**config.mk**
```make
export PLATFORM = sky130hd
export DESIGN_NAME = fb_rd_return
export DESIGN_NICKNAME = d
export VERILOG_FILES = /design/src/logic/gpu_fb_pkg.sv /design/src/logic/fb_rd_return.sv
export SDC_FILE = /design/constraint.sdc
export NUM_CORES = 1
export LEC_CHECK = 0
export BUFFER_PORTS_ARGS = -buffer_cell sky130_fd_sc_hd__buf_2
export CORE_ASPECT_RATIO = 0.6
export CORE_MARGIN = 2
export CORE_UTILIZATION = 42
export DETAILED_ROUTE_END_ITERATION = 10
export GPL_ROUTABILITY_DRIVEN = 0
export HOLD_SLACK_MARGIN = 0.08
export PLACE_DENSITY = 0.86
export SLEW_MARGIN = 0
export SYNTH_ARGS = -nofsm -noshare
export SYNTH_HDL_FRONTEND = slang
export SYNTH_SLANG_ARGS = --single-unit
```
**constraint.sdc**
```tcl
create_clock -name cr_intf -period 7.25 [get_ports cr_intf]
set_clock_uncertainty 0.15 [all_clocks]
set_input_delay 1.45 -clock cr_intf [delete_from_list [all_inputs] [get_ports cr_intf]]
set_output_delay 1.45 -clock cr_intf [all_outputs]
set_load 0.1 [all_outputs]
```
**src/logic/gpu_fb_pkg.sv**
```systemverilog
// GPU frame buffer package: canvas, bank and pixel constants plus request/response structs
package gpu_fb_pkg;

  // Canvas geometry, 640x480
  localparam int canvas_w    = 640;
  localparam int canvas_h    = 480;
  localparam int pos_x_w     = 10;     // Column position width
  localparam int pos_y_w     = 9;      // Row position width

  // Frame buffer organisation
  localparam int fb_addr_w   = 19;     // Linear address, 307,200 words
  localparam int pxl_w       = 24;     // RGB pixel word
  localparam int num_banks   = 4;      // Interleaved on addr[1:0]
  localparam int bank_sel_w  = 2;
  localparam int bank_depth  = 76800;  // Words per bank
  localparam int bank_addr_w = 17;

  // Request from a pixel source, 45 bits
  typedef struct packed {
    logic [pxl_w-1:0]   pixel;     // Write data
    logic [pos_x_w-1:0] col;
    logic [pos_y_w-1:0] row;
    logic               wr_valid;
    logic               rd_valid;
  } pxl_req_t;

  // Gateway access to the frame buffer, 64 bits
  typedef struct packed {
    logic [fb_addr_w-1:0] addr;    // row*640 + col
    logic [pxl_w-1:0]     wdata;
    logic                 we;
    logic                 re;
    logic [pos_x_w-1:0]   col;     // Position tag for the read return
    logic [pos_y_w-1:0]   row;
  } fb_acc_t;

  // Per-bank request, 62 bits
  typedef struct packed {
    logic [bank_addr_w-1:0] addr;  // Upper address bits only
    logic [pxl_w-1:0]       wdata;
    logic                   we;
    logic                   re;
    logic [pos_x_w-1:0]     col;
    logic [pos_y_w-1:0]     row;
  } bank_req_t;

  // Read data back to the requester, 44 bits
  typedef struct packed {
    logic               valid;
    logic [pxl_w-1:0]   pixel;
    logic [pos_x_w-1:0] col;
    logic [pos_y_w-1:0] row;
  } rd_rsp_t;

endpackage
```
**src/logic/fb_rd_return.sv**
```systemverilog
// Read return stage: picks the responding bank and registers its data and position
module fb_rd_return
(
  input  logic                  cr_intf,
  input  logic                  reset,
  input  gpu_fb_pkg::rd_rsp_t   bank_rsp [gpu_fb_pkg::num_banks],
  output gpu_fb_pkg::rd_rsp_t   rd_rsp
);

  import gpu_fb_pkg::*;

  rd_rsp_t              rsp_sel;    // Muxed bank response
  logic [num_banks-1:0] rsp_vld;    // Valid of each bank

  // One-hot pick; at most one bank answers per cycle
  always_comb
  begin
    rsp_sel = '0;
    for (int b = 0; b < num_banks; b++)
    begin
      rsp_vld[b] = bank_rsp[b].valid;
      if (bank_rsp[b].valid)
      begin
        rsp_sel = bank_rsp[b];
      end
    end
  end

  // Data and tag, only loaded on a hit
  always_ff @(posedge cr_intf)
  begin
    if (rsp_sel.valid)
    begin
      rd_rsp.pixel <= rsp_sel.pixel;
      rd_rsp.col   <= rsp_sel.col;
      rd_rsp.row   <= rsp_sel.row;
    end
  end

  // Valid clears on reset
  always_ff @(posedge cr_intf)
  begin
    if (reset)
    begin
      rd_rsp.valid <= 1'b0;
    end
    else
    begin
      rd_rsp.valid <= rsp_sel.valid;
    end
  end

  // Banks never answer together
  a_rsp_onehot : assert property (@(posedge cr_intf) disable iff (reset)
    $onehot0(rsp_vld));

endmodule

```
==> metrics.md <==
| Metric | Value |
|---|---|
| H-tree levels | 2 |
| Post_cts resized | 0 |
| Setup-failing EPs final | 0 |
| CTS Sinks | 44 |
| Biggest regs | rd_rsp: 44 flops |
| Overflow after GRT | 0 |
| Tightest Hold Check Type | input port to flop |
| Placed inst area | 3715 um^2 |
| Starting Density | 0.4364 |
| CTS buffer count | 5 |
| # hold bufs at CTS | 0 |
| Status | finished clean |
| Mapped Area | 2679 um^2 |
| Final worst-path cycle share | 0.4578 |
| Unique masters post-synth | 24 |
| Max FFs per register | 44 |
| Max Cap Viol | 0 |
| Routed WL per cell | 16.26 um |
| Most frequent cells after synthesis | edfxtp_1 (43), a22oi_1 (42), a21oi_2 (33), o22ai_2 (30), o22ai_1 (12) |
| Setup crit end kind | flop |
| Vias per cell | 5.282 |
| Via count | 2620 |
| Clock Root Buffer | clkbuf_8 |
| Crit path DAT | 3.07 ns |
| Critical path class | input port to flop |
| Area grow syn2layout | 41.66% |
| Seq/Total Area, Yosys | 0.4895 |
| Slew Limit Fails | 0 |
| Min Clock Period, post-route | 3.319 ns |
| NumNets Final | 589 |
| Peak VDD IR | 100.7 uV |
| Post-synth top flop | edfxtp_1 |
| Top cell type's share of synthesized area | 0.4820 |
| Deepest clock path buffer count | 2 |
| Highest clock rate | 0.3013 GHz |
| Final setup TNS | 0 ns |
| Row cnt | 22 |
| Synthesized area per cell | 13.07 um^2 |
| Hold Vio Cnt, Final | 0 |
| Count leader, synth | edfxtp_1 |
| Initial DRC Count | 152 |
| Post-Syn Instances | 205 |
| Register bit total from synthesis | 44 |
| Worst slew margin | 0.2038 |
| Tightest Pin Transition | 1.194 ns |
| EDFF count, synth | 43 |
| Die footprint | 7054 um^2 |
| Post-Route WL | 8066 um |
| Total power | 837.6 uW |
| Leakage power | 0.001667 uW |
| Synth area leader | edfxtp_1 |
| Setup bufs post-CTS | 0 |
| CP startpoint kind | input port |
| RSZ-0062 raised after global routing | no |
| Req. time, crit path | 7.01 ns |
| Port bufs | 221 |
| Reg clk slew, reported paths | 0.07 ns |
| GRT Total Usage | 0.2174 |
| Fin util | 0.6182 |
| Share of cells above drive strength 1 | 0.7160 |
| Die Y | 65.86 um |
| PwrDens | 220.7 nW/um^2 |
| Hold slack | 1.165 ns |
| Crit path launch | bank_rsp[131] |
| Number of remaining DRC errors | 0 |
| Synth top area cells | edfxtp_1 (48%), o22ai_2 (14%), a22oi_1 (12%), a21oi_2 (11%), o22ai_1 (2.8%) |
| ANT nets after route | 0 |
| IO Pins | 222 |
| First-pass detailed-route iteration total | 6 |
| Horiz. Die Dim | 107.1 um |
| Antenna diodes | 0 |
| Pin count of the biggest net entering global routing | 47 |
| Syn_nets | 383 |
| Core Box Area | 6138 um^2 |
| Post-synth ARST share | 0 |
| Worst-path maximum fanout | 46 |
| Post-route cell area | 3795 um^2 |
| First-pass GRT wire length | 11960 um |
| Yosys warns | 0 |
| Number of global-route vias before repair | 2549 |
| CTS tree | yes |
| Hpwl dp | 5878 um |
| Antenna violations before repair | 0 |
| Fillers | 527 |
| Most flops, register | rd_rsp |
| Worst hold start | reset |
## through the flow
| stage | worst slack [ns] | instances |
|---|---|---|
| 6_report | 3.931 | 496 |
| 5_1_grt | 3.793 | 496 |
| 4_1_cts | 3.940 | 496 |
| 3_5_place_dp | 3.631 | 488 |
| 3_3_place_gp | 3.698 | 488 |
| 2_1_floorplan | 3.891 | 205 |
## cell type report
| type | instances | area, um^2 | area share |
|---|---|---|---|
| clock buffers | 7 | 76.32 | 0.02011 |
| clock inverters | 1 | 3.754 | 0.0009891 |
| inverters | 2 | 7.507 | 0.001978 |
| multi-input cells | 136 | 1177 | 0.3103 |
| flip-flops and latches | 44 | 1311 | 0.3455 |
| well taps | 84 | 105.1 | 0.02770 |
| repair buffers | 222 | 1114 | 0.2934 |
## critical path: stages
cell	delay (ns)
buf_2	0.67
nor2_1	0.17
nand2_2	0.77
## worst paths after layout
kind                endpoint  slack, ns  cells after the start
setup / recovery  rd_rsp[15]       3.93                      3
hold / removal    rd_rsp[43]       1.17                      2
## power by group
group / leakage [uW] / internal, uW / switching (uW)
logic: 0.00118 / 86.8 / 290
clock network: 0.0000399 / 67.1 / 74.1
registers: 0.000452 / 312 / 7.51
## cells in the final DEF, fill, tap and decap left out
master and instances:
a21oi_1 9, a21oi_2 33, a221oi_1 1, a22oi_1 42, a31oi_1 1, buf_2 221, buf_4 1, clkbuf_1 2
clkbuf_8 5, clkinv_1 1, dfxtp_1 1, edfxtp_1 43, inv_1 1, inv_2 1, nand2_1 1, nand2_2 1
nand2b_2 1, nand3b_1 1, nor2_1 1, nor2_4 1, nor2b_4 1, nor3b_1 1, o22ai_1 12, o22ai_2 30
## layer usage
layer | vias up | part of all wire | wire (um) | track usage
met4 | 0 | 0.0081 | 65 | 0.04545
li1 | 1262 | - | - | -
met5 | - | 0 | 0 | 0
met3 | 8 | 0.078 | 626 | 0.04828
met1 | 1221 | 0.40 | 3242 | 0.2520
met2 | 129 | 0.51 | 4131 | 0.4146
## logic make-up (layout without fill, tap and decap cells)
kind of cell,count (synthesis),count (layout),synth area share
AO/OA/AOI/OAI,128,128,0.4162
buffers and inverters,25,232,0.07660
flip-flops,44,44,0.4895
AND/OR/NAND/NOR,8,8,0.01775
No activity file was read; power rests on OpenSTA's default activity.
