`config.mk`:
```
export PLATFORM = sky130hd
export DESIGN_NAME = pxl_gw
export DESIGN_NICKNAME = d
export VERILOG_FILES = /design/src/logic/gpu_fb_pkg.sv /design/src/logic/pxl_gw.sv
export SDC_FILE = /design/constraint.sdc
export NUM_CORES = 1
export LEC_CHECK = 0
export ABC_AREA = 0
export BUFFER_PORTS_ARGS = -buffer_cell sky130_fd_sc_hd__buf_2
export CORE_ASPECT_RATIO = 0.8
export CORE_UTILIZATION = 30
export DETAILED_ROUTE_END_ITERATION = 8
export PLACE_DENSITY_LB_ADDON = 0.25
export SYNTH_ARGS = -nofsm -noshare
export SYNTH_HDL_FRONTEND = slang
export SYNTH_SLANG_ARGS = --single-unit
```
`constraint.sdc`:
```
create_clock -name vclk -period 8.2
set_clock_uncertainty 0.15 [all_clocks]
set_input_delay 0.41 -clock vclk [all_inputs]
set_output_delay 0.41 -clock vclk [all_outputs]
set_load 0.01 [all_outputs]
```
`src/logic/gpu_fb_pkg.sv`:
```
// GPU frame buffer package: canvas, bank and pixel constants plus request/response structs
package gpu_fb_pkg;

  // Canvas geometry, 640x480
  localparam int canvas_w    = 640;
  localparam int canvas_h    = 480;
  localparam int pos_x_w     = 10;     // Column position width
  localparam int pos_y_w     = 9;      // Row position width

  // Frame buffer organisation
  localparam int fb_addr_w   = 19;     // Linear address, 307,200 words
  localparam int pxl_w       = 24;     // RGB pixel word
  localparam int num_banks   = 4;      // Interleaved on addr[1:0]
  localparam int bank_sel_w  = 2;
  localparam int bank_depth  = 76800;  // Words per bank
  localparam int bank_addr_w = 17;

  // Request from a pixel source, 45 bits
  typedef struct packed {
    logic [pxl_w-1:0]   pixel;     // Write data
    logic [pos_x_w-1:0] col;
    logic [pos_y_w-1:0] row;
    logic               wr_valid;
    logic               rd_valid;
  } pxl_req_t;

  // Gateway access to the frame buffer, 64 bits
  typedef struct packed {
    logic [fb_addr_w-1:0] addr;    // row*640 + col
    logic [pxl_w-1:0]     wdata;
    logic                 we;
    logic                 re;
    logic [pos_x_w-1:0]   col;     // Position tag for the read return
    logic [pos_y_w-1:0]   row;
  } fb_acc_t;

  // Per-bank request, 62 bits
  typedef struct packed {
    logic [bank_addr_w-1:0] addr;  // Upper address bits only
    logic [pxl_w-1:0]       wdata;
    logic                   we;
    logic                   re;
    logic [pos_x_w-1:0]     col;
    logic [pos_y_w-1:0]     row;
  } bank_req_t;

  // Read data back to the requester, 44 bits
  typedef struct packed {
    logic               valid;
    logic [pxl_w-1:0]   pixel;
    logic [pos_x_w-1:0] col;
    logic [pos_y_w-1:0] row;
  } rd_rsp_t;

endpackage
```
`src/logic/pxl_gw.sv`:
```
// Pixel gateway picking core over anti-alias, bounds-checking the canvas and forming addresses
module pxl_gw
(
  input  logic                  cr_intf,
  input  logic                  reset,
  input  gpu_fb_pkg::pxl_req_t  core_req,   // GPU core, high priority
  input  gpu_fb_pkg::pxl_req_t  aa_req,     // Anti-alias engine
  input  logic                  gpu_rdy,    // Frame buffer can accept
  output logic                  core_ready,
  output logic                  aa_ready,
  output gpu_fb_pkg::fb_acc_t   fb_acc
);

  import gpu_fb_pkg::*;

  logic                   core_active;    // Core has a pending request
  logic                   core_in_range;
  logic                   aa_in_range;
  logic                   sel_in_range;
  pxl_req_t               sel_req;
  logic [fb_addr_w-7:0]   row_x10;        // Row times ten

  // Each source checked against its own position
  assign core_in_range = (core_req.col < pos_x_w'(canvas_w)) &
                         (core_req.row < pos_y_w'(canvas_h));
  assign aa_in_range   = (aa_req.col < pos_x_w'(canvas_w)) &
                         (aa_req.row < pos_y_w'(canvas_h));

  assign core_active = core_req.wr_valid | core_req.rd_valid;

  // Core always wins when it asks
  always_comb
  begin
    if (core_active)
    begin
      sel_req      = core_req;
      sel_in_range = core_in_range;
    end
    else
    begin
      sel_req      = aa_req;
      sel_in_range = aa_in_range;
    end
  end

  // Core ready tracks the bus; anti-alias is held off while the core requests
  assign core_ready = gpu_rdy;
  assign aa_ready   = gpu_rdy & ~core_active;

  // Address is row*640 + col where 640 is 10 << 6
  assign row_x10 = (fb_addr_w-6)'({sel_req.row, 3'd0}) +
                   (fb_addr_w-6)'({sel_req.row, 1'b0});

  always_comb
  begin
    fb_acc.addr  = {row_x10, 6'd0} + fb_addr_w'(sel_req.col);
    fb_acc.wdata = sel_req.pixel;
    fb_acc.we    = sel_req.wr_valid & sel_in_range;  // Off-canvas write is swallowed
    fb_acc.re    = sel_req.rd_valid & sel_in_range;  // Same for reads
    fb_acc.col   = sel_req.col;                      // Tag travels with the read
    fb_acc.row   = sel_req.row;
  end

  // Anything issued lands inside the canvas
  a_addr_in_canvas : assert property (@(posedge cr_intf) disable iff (reset)
    (fb_acc.we || fb_acc.re) |-> (fb_acc.addr < fb_addr_w'(canvas_w * canvas_h)));

endmodule

```
==> flow_summary.yaml, run 1 <==
clock_network:
  cts_setup_buffers: 0
  cts_hold_buf: 0
  ctsResizeCount: 0
yosys:
  synth.most_common_cell: "mux2_2"
  syn_area_mm2: 0.00145
  ys_types: 40
  synth_top_area_share_pct: 34.9
  avgSynthCellArea_um2: 8.54
  synthTopCellsByArea: "mux2_2 35%, ha_1 7.8%, xnor2_1 7.2%, xor2_1 6.0%, buf_4 4.7%"
  synth_top_area_cell: "mux2_2"
  synth.top_cells.by_count: "45 x mux2_2, 12 x xnor2_1, 11 x nand2_1"
  syn-num-nets: 273
  ys_seq_area_share_pct: 0
  syn_inst: 170
  ys_warn_count: 0
power:
  p_leak_uw: 0.00112
  vdd_drop_max_mv: 0.0505
  p_clk_share_pct: 0
  finalPower_uw: 192
  switching_power_uw: 98.9
  sw_frac_of_total_pct: 51.6
  powerDensity_mw_per_mm2: 86.5
  comb_power_share_pct: 100.0
  internal_power_uw: 92.8
  power_frac_seq_pct: 0
layout:
  multi_input_area_mm2: 0.00135
  flops_and_latches: 0
  nFillCells: 477
  clkbuf_count: 0
  syn_to_final_growth_pct: 52.5
  final_net_count: 417
  n_antenna_cell: 0
  post_route_cells_drive_above_1_share_pct: 67.0
  final-seq-area_um2: 0
floorplan:
  die_w_um: 79.8
  rows: 22
  dieHeight_um: 64.2
  die_area_mm2: 0.00513
  start_util_pct: 31.4
  io_pins: 159
  coreArea_mm2: 0.00462
sta:
  setup_viol: 0
  rsz0062_at_grt: "false"
  slew-limit-headroom_pct: 44.3
  tns_ps: 0
  finalHoldViolations: 0
  min_period_ps: 4300
  finalCritPeriodShare_pct: 52.5
  maxSlewViolCount: 0
  worstMarginPinSlew_ps: 836
  fmax_mhz: 232
  whs_ps: 869
worst_setup_path:
  cpMaxStageDelayCell: "nor2_8"
  cp_cell_sequence: "buf_2 -> nor2_8 -> mux2_2 -> ha_1 -> or3b_2 -> o221ai_1 -> o31ai_1 -> o21ai_0 -> xor2_1 -> nand4_1 -> xor2_1 -> buf_2"
  crit_fanout: 55
  worstPathRequired_ps: 7640
  crit_family: "simple AND/OR/NAND/NOR gates"
  worstPathBufferInverterCount: 2
  cp-end-kind: "output port"
  slowest_delay_ps: 680
  cp-start-kind: "input pin"
  crit_arrival_ps: 3740
  crit_type: "input pin to output port"
global_route:
  grt_overflow: 0
  antenna_found_initial: 0
  grt_max_degree: 56
  grt_pass1_vias: 1460
  track_usage_pct: 15.3
  grt_pass1_wl_mm: 6.50
detailed_routing:
  postRouteAntennaNets: 0
  wl_mm: 4.41
  avgViaCountPerCell: 4.89
  drc: 0
  vias: 1818
  drtIter0Drc: 42
  detail_route.wl_per_cell_um: 11.9
  first_pass_iters: 4
hold_path:
  min_from: "gpu_rdy"
  min_path_cells: 2
  holdPathEnd: "core_ready"
  hold_class: "input pin to output port"
placed_design:
  portBuffers: 157
  gp_congestion: 0.828
  dp_hpwl_mm: 3.76
job:
  max_cap_viol_count: 0
status:
  outcome: "finished clean"
[final cells by class]
type	count	share of cell area, %
timing repair buffer	157	35.5
inverter	1	0.169
tap	60	3.39
multi-input combinational	154	61.0
[layout by cell type, fill, tap and decap left out, types with 3 or more instances in the layout]
master	synthesis	routed
a21oi_1	5	5
buf_2	0	157
ha_1	9	9
mux2_2	45	45
mux2i_1	6	6
nand2_1	11	11
nand3_1	4	4
nand4_1	5	5
nor2b_1	4	4
o21a_1	3	3
o21ai_0	10	10
xnor2_1	12	12
xor2_1	10	10
[power by group through the flow]
stage / clock [uW] / sequential [uW] / combinational, uW
after floorplan: 0 / 0 / 124
after global placement: 0 / 0 / 191
after detailed placement: 0 / 0 / 194
after CTS: 0 / 0 / 195
after global routing: 0 / 0 / 211
final: 0 / 0 / 192
[how the worst max path moves through the flow]
stage,endpoint,slack [ps],depth (start not counted),startpoint
2_1_floorplan,fb_acc[62],4220,14,core_req[1]
3_3_place_gp,fb_acc[62],3920,12,core_req[0]
3_5_place_dp,fb_acc[62],3860,12,core_req[0]
4_1_cts,fb_acc[62],3860,12,core_req[0]
5_1_grt,fb_acc[62],3690,12,core_req[0]
6_report,fb_acc[62],3900,12,core_req[0]
[metal layers]
| metal | global-route usage, % | vias to the layer above | routed length (um) |
|---|---|---|---|
| met4 | 0 | 0 | 0 |
| met5 | 0 | - | 0 |
| met3 | 0.857 | 0 | 461 |
| met1 | 20.3 | 798 | 1920 |
| li1 | - | 921 | - |
| met2 | 28.5 | 99 | 2030 |
[per-stage QoR]
stage                     cells  util [%]  cell area (um2)  setup WS (ps)
after floorplan             170         -             1450           4220
after global placement      372      47.9             2220           3920
after detailed placement    372      47.9             2220           3860
after CTS                   372      47.9             2220           3860
after global routing        372      47.9             2220           3690
final                       372      47.9             2220           3900
[kinds of logic after synthesis]
kind of cell / after synthesis / share of synthesized area (%)
compound gates: 33 / 15.1
xor+xnor: 22 / 13.3
buf+inv: 16 / 6.98
mux: 51 / 39.0
simple gates: 38 / 16.5
fa+ha+maj: 10 / 9.13
No activity file was read; power rests on OpenSTA's default activity.
==> run 2: changes to the inputs <==
--- a/config.mk
+++ b/config.mk
@@ -5,7 +5,7 @@
 export SDC_FILE = /design/constraint.sdc
 export NUM_CORES = 1
 export LEC_CHECK = 0
-export ABC_AREA = 0
+export ABC_AREA = 1
 export BUFFER_PORTS_ARGS = -buffer_cell sky130_fd_sc_hd__buf_2
 export CORE_ASPECT_RATIO = 0.8
 export CORE_UTILIZATION = 30
==> constraint.sdc (replaced) <==
create_clock -name vclk -period 4.1
set_clock_uncertainty 0.15 [all_clocks]
set_input_delay 0.205 -clock vclk [all_inputs]
set_output_delay 0.205 -clock vclk [all_outputs]
set_load 0.01 [all_outputs]
==> flow_summary.yaml, run 2 <==
power:
  switching_power_uw: 230
  finalPower_uw: 393
  p_clk_share_pct: 0
  vdd_drop_max_mv: 0.0705
  internal_power_uw: 163
  p_leak_uw: 0.00159
  sw_frac_of_total_pct: 58.6
  comb_power_share_pct: 100.0
  powerDensity_mw_per_mm2: 167
  power_frac_seq_pct: 0
clock_network:
  ctsResizeCount: 0
  cts_setup_buffers: 0
  cts_hold_buf: 0
global_route:
  track_usage_pct: 19.6
  global_route.usage.met3_pct: 1.73
  grt_pass1_wl_mm: 9.16
  use_met2_pct: 39.3
  grt_max_degree: 46
  grt_pass1_vias: 2154
  grtUsageMet1_pct: 24.0
  grt_overflow: 0
  antenna_found_initial: 0
  grt.busiest_layer: "met2"
layout:
  final_net_count: 566
  fin_cells: 523
  final_cell_mix: "164 x nand2_1, 157 x buf_2, 28 x inv_1, 21 x nand2_2, 16 x nand3_1"
  syn_to_final_growth_pct: 48.5
  layout_commonest_cell: "nand2_1"
  final-seq-area_um2: 0
  clkbuf_count: 0
  n_antenna_cell: 0
  post_route_cells_drive_above_1_share_pct: 44.5
  flops_and_latches: 0
worst_setup_path:
  worstPathBufferInverterCount: 4
  crit_arrival_ps: 2840
  cp_common_cell: "nand2_1"
  cp_cell_sequence: "buf_2 -> inv_2 -> nand2_4 -> nand2_1 -> nand2_2 -> ha_1 -> ha_1 -> a21oi_1 -> inv_1 -> a31oi_1 -> or2_2 -> nor2_2 -> nand3_1 -> nor2_2 -> nand2_1 -> nand3_1 -> nand2_1 -> buf_2"
  crit_family: "simple AND/OR/NAND/NOR gates"
  slowest_delay_ps: 350
  cp-end-kind: "output port"
  cp.depth: 18
  crit_type: "input pin to output port"
  cp-start-kind: "input pin"
  crit_fanout: 45
  cpMaxStageDelayCell: "nand2_4"
  worstPathRequired_ps: 3740
detailed_routing:
  postRouteAntennaNets: 0
  first_pass_iters: 5
  detail_route.wl_per_cell_um: 10.4
  vias: 2279
  drtIter0Drc: 65
  wl_mm: 5.42
  avgViaCountPerCell: 4.36
  drc: 0
sta:
  tns_ps: 0
  rsz0062_at_grt: "false"
  fmax_mhz: 313
  finalCritPeriodShare_pct: 78.0
  finalHoldViolations: 0
  slew-limit-headroom_pct: 67.2
  setup_viol: 0
  min_period_ps: 3200
  maxSlewViolCount: 0
  worstMarginPinSlew_ps: 486
yosys:
  synth_top_area_share_pct: 38.8
  ys_seq_area_share_pct: 0
  ys_types: 30
  syn-num-nets: 423
  synth_top_area_cell: "nand2_1"
  synth.most_common_cell: "nand2_1"
  syn_inst: 320
  synth.top_cells.by_count: "164 x nand2_1, 28 x inv_1, 21 x nand2_2"
  synthTopCellsByArea: "nand2_1 39%, nand2_2 8.3%, ha_1 7.1%, inv_1 6.6%, nand3_1 5.0%"
  avgSynthCellArea_um2: 4.96
  syn_area_mm2: 0.00159
  ys_warn_count: 0
placed_design:
  gp_congestion: 0.792
  portBuffers: 157
  dp_hpwl_mm: 4.78
  dp.cells: 523
job:
  max_cap_viol_count: 0
floorplan:
  die_area_mm2: 0.00559
  start_util_pct: 31.5
  coreArea_mm2: 0.00504
  die_w_um: 83.3
  dieHeight_um: 67.0
  io_pins: 159
  rows: 23
hold_path:
  min_from: "gpu_rdy"
  hold_class: "input pin to output port"
  holdPathEnd: "core_ready"
  min_path_cells: 2
status:
  outcome: "finished clean"
[run 2: changes by cell type after synthesis, sizes merged, moves of 4 or more]
cell | before | now
nand3 | 4 | 20
clkbuf | 1 | 7
mux2 | 45 | 0
nand2 | 11 | 189
inv | 1 | 34
xor2 | 10 | 5
xnor2 | 12 | 2
nor2 | 3 | 15
mux2i | 6 | 0
nor2b | 4 | 0
[run 2: power by group through the flow]
stage	Clock, uW	Combinational (uW)	Sequential, uW
floorplan	0	257	0
global placement	0	390	0
detailed placement	0	395	0
CTS	0	397	0
global route	0	449	0
finish	0	393	0
[run 2: layout make-up]
type / instances / area (um2)
inverter: 34 / 128
fill: 562 / 2680
tap: 62 / 77.6
multi-input combinational: 268 / 1350
timing repair buffer: 159 / 801
[run 2: how the worst max path moves through the flow]
stage	slack, ps	endpoint	from
floorplan	890	fb_acc[63]	core_req[0]
CTS	870	fb_acc[61]	core_req[1]
finish	900	fb_acc[61]	core_req[1]
detailed placement	880	fb_acc[61]	core_req[1]
global route	570	fb_acc[61]	core_req[1]
global placement	930	fb_acc[61]	core_req[1]
[run 2: stage by stage]
step	setup slack (ps)	utilization (%)	area, um2	hold slack (ps)
after floorplan	890	-	1590	347
after global placement	933	46.8	2360	466
after detailed placement	877	46.8	2360	468
after CTS	874	46.8	2360	469
after global routing	572	46.8	2360	481
final	901	46.8	2360	474
[run 2: cell families (layout without fill, tap and decap cells)]
logic type / Yosys count / count (layout) / synth area share [%]
buffers and inverters: 52 / 193 / 14.9
xor gates and xnor gates: 7 / 7 / 4.34
and+or+nand+nor: 228 / 228 / 63.8
AOI/OAI and AO/OA: 23 / 23 / 8.60
adders and majority gates: 10 / 10 / 8.36
[run 2: routing by layer]
metal	up-vias	share of wire, %	wire length [um]
met2	68	49	2660
met3	2	5.1	279
li1	1254	-	-
met1	955	45	2470
met5	-	0	0
met4	0	0.28	15
